## src/logic/dbg_core_pkg.sv

```systemverilog
package dbg_core_pkg;

    // register map of one core's debug register file
    localparam int REG_INDEX_WIDTH = 5;   // word index width
    localparam int NR_DBG_REGS     = 32;  // words per core
    localparam int ID_REG_INDEX    = 0;   // read-only identification word

    // identification word reads as base plus core number
    localparam logic [31:0] CORE_ID_BASE = 32'hdb60_0000;

    // operation carried by a debug request
    typedef enum logic {
        dbg_read,   // fetch one word
        dbg_write   // strobed update of one word
    } dbg_op_t;

endpackage

```

## src/logic/dbg_apb_pkg.sv

```systemverilog
package dbg_apb_pkg;

    // requester side of the debug bus
    localparam int ADDR_WIDTH   = 8;   // byte address, bits 1:0 ignored
    localparam int DATA_WIDTH   = 32;  // pwdata, prdata and debug data
    localparam int STRB_WIDTH   = 4;   // one strobe per byte lane
    localparam int NR_CORES     = 2;   // cores hanging off the bus
    localparam int CORE_SEL_BIT = 7;   // paddr bit that picks the core

    // word index lives in paddr[6:2], below the core select bit

    // completer FSM of each access port
    typedef enum logic [1:0] {
        st_idle,    // waiting for a setup cycle
        st_access,  // first access cycle, debug request goes out
        st_wait     // request issued, waiting for its completion
    } apb_state_t;

endpackage
```

## src/logic/dbg_subsystem.sv

```systemverilog
module dbg_subsystem (
    input  logic                               clk,
    input  logic                               reset,

    input  logic [dbg_apb_pkg::ADDR_WIDTH-1:0] paddr,
    input  logic                               psel,
    input  logic                               penable,
    input  logic                               pwrite,
    input  logic [dbg_apb_pkg::DATA_WIDTH-1:0] pwdata,
    input  logic [dbg_apb_pkg::STRB_WIDTH-1:0] pstrb,
    output logic                               pready,
    output logic [dbg_apb_pkg::DATA_WIDTH-1:0] prdata,
    output logic                               pslverr
);

    logic [dbg_apb_pkg::NR_CORES-1:0]   core_psel;
    logic [dbg_apb_pkg::NR_CORES-1:0]   core_pready;
    logic [dbg_apb_pkg::DATA_WIDTH-1:0] core_prdata [dbg_apb_pkg::NR_CORES];
    logic [dbg_apb_pkg::NR_CORES-1:0]   core_pslverr;

    dbg_apb_bus u_bus (
        .paddr        (paddr),
        .psel         (psel),
        .core_psel    (core_psel),
        .core_pready  (core_pready),
        .core_prdata  (core_prdata),
        .core_pslverr (core_pslverr),
        .pready       (pready),
        .prdata       (prdata),
        .pslverr      (pslverr)
    );

    for (genvar i = 0; i < dbg_apb_pkg::NR_CORES; i++) begin : g_core
        logic                                     dbg_req;
        dbg_core_pkg::dbg_op_t                    dbg_op;
        logic [dbg_core_pkg::REG_INDEX_WIDTH-1:0] dbg_index;
        logic [dbg_apb_pkg::DATA_WIDTH-1:0]       dbg_wdata;
        logic [dbg_apb_pkg::STRB_WIDTH-1:0]       dbg_wstrb;
        logic                                     dbg_done;
        logic [dbg_apb_pkg::DATA_WIDTH-1:0]       dbg_rdata;
        logic                                     dbg_err;

        core_dbg_apb u_dap (
            .clk       (clk),
            .reset     (reset),
            .psel      (core_psel[i]),
            .penable   (penable),
            .pwrite    (pwrite),
            .pwdata    (pwdata),
            .pstrb     (pstrb),
            .pindex    (paddr[dbg_core_pkg::REG_INDEX_WIDTH+1:2]),  // word index
            .pready    (core_pready[i]),
            .prdata    (core_prdata[i]),
            .pslverr   (core_pslverr[i]),
            .dbg_req   (dbg_req),
            .dbg_op    (dbg_op),
            .dbg_index (dbg_index),
            .dbg_wdata (dbg_wdata),
            .dbg_wstrb (dbg_wstrb),
            .dbg_done  (dbg_done),
            .dbg_rdata (dbg_rdata),
            .dbg_err   (dbg_err)
        );

        core_dbg_regs #(
            .core_index (i)
        ) u_regs (
            .clk       (clk),
            .reset     (reset),
            .dbg_req   (dbg_req),
            .dbg_op    (dbg_op),
            .dbg_index (dbg_index),
            .dbg_wdata (dbg_wdata),
            .dbg_wstrb (dbg_wstrb),
            .dbg_done  (dbg_done),
            .dbg_rdata (dbg_rdata),
            .dbg_err   (dbg_err)
        );
    end

endmodule

```

## src/logic/core_dbg_regs.sv

```systemverilog
module core_dbg_regs #(
    parameter int unsigned core_index = 0
) (
    input  logic                                   clk,
    input  logic                                   reset,

    input  logic                                   dbg_req,
    input  dbg_core_pkg::dbg_op_t                  dbg_op,
    input  logic [dbg_core_pkg::REG_INDEX_WIDTH-1:0] dbg_index,
    input  logic [dbg_apb_pkg::DATA_WIDTH-1:0]     dbg_wdata,
    input  logic [dbg_apb_pkg::STRB_WIDTH-1:0]     dbg_wstrb,
    output logic                                   dbg_done,
    output logic [dbg_apb_pkg::DATA_WIDTH-1:0]     dbg_rdata,
    output logic                                   dbg_err
);

    logic [dbg_apb_pkg::DATA_WIDTH-1:0] regs [dbg_core_pkg::NR_DBG_REGS];

    logic                               id_hit;    // index points at the id word
    logic                               wr_req;    // write request this cycle
    logic                               rd_req;    // read request this cycle
    logic [dbg_apb_pkg::DATA_WIDTH-1:0] id_word;   // identification value
    logic                               rd_done_q; // read result valid
    logic [dbg_apb_pkg::DATA_WIDTH-1:0] rd_data_q;

    assign id_hit  = (dbg_index == dbg_core_pkg::ID_REG_INDEX);
    assign wr_req  = dbg_req && (dbg_op == dbg_core_pkg::dbg_write);
    assign rd_req  = dbg_req && (dbg_op == dbg_core_pkg::dbg_read);
    assign id_word = dbg_core_pkg::CORE_ID_BASE + core_index;

    // strobed write, the id word is never touched
    always_ff @(posedge clk) begin
        if (reset) begin
            for (int w = 0; w < dbg_core_pkg::NR_DBG_REGS; w++) begin
                regs[w] <= '0;
            end
        end else if (wr_req && !id_hit) begin
            for (int b = 0; b < dbg_apb_pkg::STRB_WIDTH; b++) begin
                if (dbg_wstrb[b]) begin
                    regs[dbg_index][8*b +: 8] <= dbg_wdata[8*b +: 8];
                end
            end
        end
    end

    // read path, one cycle behind the request
    always_ff @(posedge clk) begin
        if (reset) begin
            rd_done_q <= 1'b0;
        end else begin
            rd_done_q <= rd_req;
        end
    end

    always_ff @(posedge clk) begin
        if (rd_req) begin
            rd_data_q <= id_hit ? id_word : regs[dbg_index];
        end
    end

    // A write completes in its own request cycle. The error flag only
    // ever comes from a write aimed at the id word, reads never fail.
    assign dbg_done  = wr_req || rd_done_q;
    assign dbg_err   = wr_req && id_hit;
    assign dbg_rdata = rd_data_q;

endmodule

```

## src/logic/core_dbg_apb.sv

```systemverilog
module core_dbg_apb (
    input  logic                                   clk,
    input  logic                                   reset,

    // APB4 completer side
    input  logic                                   psel,
    input  logic                                   penable,
    input  logic                                   pwrite,
    input  logic [dbg_apb_pkg::DATA_WIDTH-1:0]     pwdata,
    input  logic [dbg_apb_pkg::STRB_WIDTH-1:0]     pstrb,
    input  logic [dbg_core_pkg::REG_INDEX_WIDTH-1:0] pindex,
    output logic                                   pready,
    output logic [dbg_apb_pkg::DATA_WIDTH-1:0]     prdata,
    output logic                                   pslverr,

    // debug request towards the register file
    output logic                                   dbg_req,
    output dbg_core_pkg::dbg_op_t                  dbg_op,
    output logic [dbg_core_pkg::REG_INDEX_WIDTH-1:0] dbg_index,
    output logic [dbg_apb_pkg::DATA_WIDTH-1:0]     dbg_wdata,
    output logic [dbg_apb_pkg::STRB_WIDTH-1:0]     dbg_wstrb,
    input  logic                                   dbg_done,
    input  logic [dbg_apb_pkg::DATA_WIDTH-1:0]     dbg_rdata,
    input  logic                                   dbg_err
);

    dbg_apb_pkg::apb_state_t state;
    dbg_apb_pkg::apb_state_t state_next;

    logic setup;     // psel high, penable low
    logic access;    // psel and penable both high
    logic busy;      // a transfer is in flight on this port

    assign setup  = psel && !penable;
    assign access = psel && penable;
    assign busy   = (state != dbg_apb_pkg::st_idle);

    always_ff @(posedge clk) begin
        if (reset) begin
            state <= dbg_apb_pkg::st_idle;
        end else begin
            state <= state_next;
        end
    end

    // Only st_access can raise dbg_req, and it leaves that state in
    // the same cycle, so one transfer gives exactly one request.
    always_comb begin
        state_next = state;
        dbg_req    = 1'b0;
        case (state)
            dbg_apb_pkg::st_idle: begin
                if (setup) begin
                    state_next = dbg_apb_pkg::st_access;
                end
            end
            dbg_apb_pkg::st_access: begin
                if (access) begin
                    dbg_req    = 1'b1;
                    state_next = dbg_done ? dbg_apb_pkg::st_idle : dbg_apb_pkg::st_wait;
                end else if (!psel) begin
                    state_next = dbg_apb_pkg::st_idle;  // requester walked away
                end
            end
            dbg_apb_pkg::st_wait: begin
                if (dbg_done || !psel) begin
                    state_next = dbg_apb_pkg::st_idle;
                end
            end
            default: begin
                state_next = dbg_apb_pkg::st_idle;
            end
        endcase
    end

    // request payload straight from the APB inputs, held stable by the requester
    assign dbg_op    = pwrite ? dbg_core_pkg::dbg_write : dbg_core_pkg::dbg_read;
    assign dbg_index = pindex;
    assign dbg_wdata = pwdata;
    assign dbg_wstrb = pwrite ? pstrb : '0;  // no strobes on a read

    // completion mirrors the register file, no latency guessed here
    assign pready  = busy && dbg_done;
    assign prdata  = (pready && !pwrite) ? dbg_rdata : '0;
    assign pslverr = pready && dbg_err;

endmodule

```

## src/logic/dbg_apb_bus.sv

```systemverilog
module dbg_apb_bus (
    input  logic [dbg_apb_pkg::ADDR_WIDTH-1:0] paddr,
    input  logic                               psel,

    // per-core select towards the access ports
    output logic [dbg_apb_pkg::NR_CORES-1:0]   core_psel,

    // per-core responses coming back
    input  logic [dbg_apb_pkg::NR_CORES-1:0]   core_pready,
    input  logic [dbg_apb_pkg::DATA_WIDTH-1:0] core_prdata [dbg_apb_pkg::NR_CORES],
    input  logic [dbg_apb_pkg::NR_CORES-1:0]   core_pslverr,

    // response seen by the requester
    output logic                               pready,
    output logic [dbg_apb_pkg::DATA_WIDTH-1:0] prdata,
    output logic                               pslverr
);

    logic core_sel;  // core picked by the current address

    assign core_sel = paddr[dbg_apb_pkg::CORE_SEL_BIT];

    // one-hot select, only the addressed core sees psel
    always_comb begin
        core_psel = '0;
        for (int i = 0; i < dbg_apb_pkg::NR_CORES; i++) begin
            core_psel[i] = psel && (int'(core_sel) == i);
        end
    end

    // Response collection. The select is one-hot, so an AND-OR merge
    // acts as the mux. With psel low nothing is selected and the
    // requester sees pready low, prdata zero and pslverr low.
    always_comb begin
        pready  = 1'b0;
        prdata  = '0;
        pslverr = 1'b0;
        for (int i = 0; i < dbg_apb_pkg::NR_CORES; i++) begin
            if (core_psel[i]) begin
                pready  = pready | core_pready[i];
                prdata  = prdata | core_prdata[i];
                pslverr = pslverr | core_pslverr[i];
            end
        end
    end

endmodule

```

## config.mk

```make
export PLATFORM = sky130hd
export DESIGN_NAME = dbg_subsystem
export DESIGN_NICKNAME = d
export VERILOG_FILES = /design/src/logic/dbg_core_pkg.sv /design/src/logic/dbg_apb_pkg.sv /design/src/logic/dbg_subsystem.sv /design/src/logic/core_dbg_regs.sv /design/src/logic/core_dbg_apb.sv /design/src/logic/dbg_apb_bus.sv
export SDC_FILE = /design/constraint.sdc
export NUM_CORES = 2
export LEC_CHECK = 0
export ABC_AREA = 1
export BUFFER_PORTS_ARGS = -buffer_cell sky130_fd_sc_hd__buf_4
export CAP_MARGIN = 0
export CORE_UTILIZATION = 40
export CTS_CLUSTER_DIAMETER = 100
export DETAILED_ROUTE_END_ITERATION = 8
export PLACE_DENSITY = 0.56
export RECOVER_POWER = 100
export SYNTH_ARGS = -nofsm -noshare
export SYNTH_HDL_FRONTEND = slang
export SYNTH_SLANG_ARGS = --single-unit
export TNS_END_PERCENT = 50
```

## constraint.sdc

```tcl
create_clock -name clk -period 2.4 [get_ports clk]
set_clock_uncertainty 0.15 [all_clocks]
set_input_delay 0.12 -clock clk [delete_from_list [all_inputs] [get_ports clk]]
set_output_delay 0.12 -clock clk [all_outputs]
set_load 0.03 [all_outputs]
```

==> flow_metrics.tcl <==
set metrics [dict create \
    dr.pass1.iters 8 \
    start_kind "register" \
    ir_drop_mv 0.5377 \
    synth_seq_cells 2118 \
    synthCells 10510 \
    relSlewSlack_pct 22.11 \
    h-tree-depth 4 \
    syn_area_per_cell_um2 9.184 \
    report.final.slew_viol_count 0 \
    dieArea_um2 243300 \
    drive_gt1_share_pct 13.58 \
    slowest_stage "buf_2" \
    place_ws_ns -0.2783 \
    tightest_slew_ns 1.164 \
    worstSetupEndpointType "register" \
    rsz0062_at_grt "yes" \
    synth_most_common_cell "nand2_1" \
    power_density_nw_per_um2 699.4 \
    start_util_pct 40.40 \
    fillers 22090 \
    finalSetupViolations 1228 \
    hold_path_class "input port to register" \
    grt_usage_pct 26.14 \
    cp.buffers_inverters 3 \
    cp_slowest_stage_delay_ns 0.57 \
    io_pins 83 \
    nets 11220 \
    numCtsBuffers 221 \
    dp_hpwl_um 204200 \
    ys.flop_type "edfxtp_1" \
    core_area_um2 239000 \
    final-hold-violation-count 0 \
    fp.dieH_um 493.3 \
    drc 0 \
    crit_fanout 10 \
    numPortBuffers 80 \
    cp.depth 8 \
    post_drt_via_cell_ratio 5.261 \
    path_clk_slew_ns 0.07 \
    worstPathArrival_ns 3.21 \
    min_period_over_period_pct 115.8 \
    grt_pass1_wl_um 473100 \
    synth_top_area_share_pct 65.70 \
    antenna_found_initial 11 \
    drt_wl_total_um 321700 \
    postRouteAntennaNets 0 \
    crit_required_ns 2.83 \
    cts-root-buf "clkbuf_16" \
    synth_area_leaders "edfxtp_1 66%, nand2_1 19%, nor2_1 8.4%" \
    fp.dieW_um 493.3 \
    gp_congestion 0.8903 \
    yosysWarnings 0 \
    synthToLayoutAreaGrowth_pct 21.27 \
    min_period_ns 2.779 \
    dr_total_vias 76430 \
    crit_type "register to register" \
    crit_family "simple AND/OR/NAND/NOR gates" \
    synth_edf_count 2112 \
    ys_top_cells_by_count "4853 x nand2_1, 2171 x nor2_1, 2112 x edfxtp_1, 517 x clkbuf_1, 290 x nand3_1" \
    yosysTopAreaCell "edfxtp_1" \
    cts_tree "yes" \
    p_leak_nw 50.68 \
    synth_cell_types 29 \
    path_cells "inv_2 -> nor3_4 -> nand2_2 -> nor2_4 -> buf_2 -> nand3_1 -> nand2_1 -> buf_12" \
    grt_max_degree 132 \
    ff2ff_path_depth 8 \
    max_cap_violations 0 \
    first_global_vias 73870 \
    failed_checks "negative setup slack" \
    cts_buffer_depth 3 \
    cts_num_sinks 2118 \
    fmax_mhz 359.8 \
    hold_path_depth 4 \
    clk_latency_ns 0.88 \
    syn_area_um2 96540 \
    total_power_mw 81.88 \
    synthArstFlopShare_pct 0 \
    wl_per_cell_um 22.15 \
    placementRows 179 \
    grt_overflow_total 0 \
    seq_area_frac_synth_pct 65.82 \
    rrSetupSlack_ns -0.38 \
    setup_slack_ns -0.3792 \
    outcome "finished with violations" \
    utilization_pct 48.99 \
    drtIter0Drc 8557 \
]
-- kinds of logic (layout without fill, tap and decap cells) --
| family | Yosys count | in the layout | share of synthesized area (%) |
|---|---|---|---|
| other | 1 | 72 | 0.003884 |
| buffers and inverters | 739 | 1518 | 3.022 |
| AOI/OAI and AO/OA | 142 | 142 | 0.7439 |
| and+or+nand+nor | 7511 | 7511 | 30.41 |
| DFF | 2118 | 2118 | 65.82 |
-- repair_timing --
action / CTS / global route
hold buffers: 56 / 0
hold endpoints to repair: 2974 / 0
pin swaps: 21 / 26
resized for setup: 172 / 60
gates cloned: 3 / 2
endpoints found under the setup margin: 161 / 620
setup buffers: 8 / 7
-- path summary, 6_finish.rpt --
path,to,startpoint
setup reg to reg,g_core[0].u_regs.regs[26][4],g_core[0].u_dap.state[0]
setup / recovery,g_core[0].u_regs.regs[26][4],g_core[0].u_dap.state[0]
hold / removal,g_core[0].u_regs.regs[20][1],pwdata[1]
hold reg to reg,g_core[0].u_dap.state[1],g_core[0].u_regs.rd_done_q
-- layout make-up --
| type | count | area (um^2) | area share [%] |
|---|---|---|---|
| well taps | 3167 | 3963 | 3.385 |
| flip-flops and latches | 2118 | 63550 | 54.28 |
| diodes | 8 | 20.02 | 0.01710 |
| repair buffers | 1031 | 11260 | 9.615 |
| inverters | 80 | 336.6 | 0.2875 |
| clock buffers | 269 | 5753 | 4.914 |
| multi-input cells | 7717 | 31090 | 26.56 |
| clock inverters | 138 | 1105 | 0.9437 |
-- placed cells by master (no fill, tap or decap), types with 28 or more instances in the layout --
cell / count
nand2_1: 4831
nor2_1: 2153
edfxtp_1: 2112
buf_4: 670
nand3_1: 256
buf_12: 244
clkbuf_16: 225
nand3_2: 88
nand4_1: 86
a21oi_1: 82
conb_1: 64
clkinv_1: 56
dlygate4sd3_1: 54
inv_2: 51
clkbuf_1: 48
clkinv_2: 46
buf_6: 42
nor2_2: 28
-- worst min-delay path, cell delays in order --
cell and delay (ns):
dlygate4sd3_1 0.54, buf_4 0.11, inv_2 0.08, nor2_1 0.10
-- where the power goes --
group          total (mW)  switching (mW)  internal, mW
Sequential           42.1           0.334          41.8
Combinational        6.55            4.59          1.96
Clock                33.2            14.8          18.5
Total                81.9            19.7          62.2
-- flip-flops by register name (all words and copies together) (netlist names) --
register                 flops
g_core.u_dap.state           4
g_core.u_regs.dbg_rdata     64
g_core.u_regs.rd_done_q      2
g_core.u_regs.regs        2048
-- metrics by stage --
stage	setup TNS [ns]	instances	hold slack (ns)	cell area, um^2
floorplan	0	10570	0.04866	96770
global placement	-52.84	14050	0.2047	108600
detailed placement	-59.32	14050	0.2192	108600
CTS	-9.938	14520	0.007317	116800
global route	-297.44	14520	0.04542	117100
finish	-220.55	14530	0.04605	117100
-- layer usage --
metal | GRT usage [%] | vias up | share of wire [%]
met5 | 0 | - | 0.013
met4 | 8.764 | 6 | 3.4
met3 | 4.034 | 550 | 8.9
met2 | 42.27 | 3465 | 46
met1 | 35.90 | 37140 | 41
li1 | - | 35270 | -
Power figures use the tool's default switching activity.
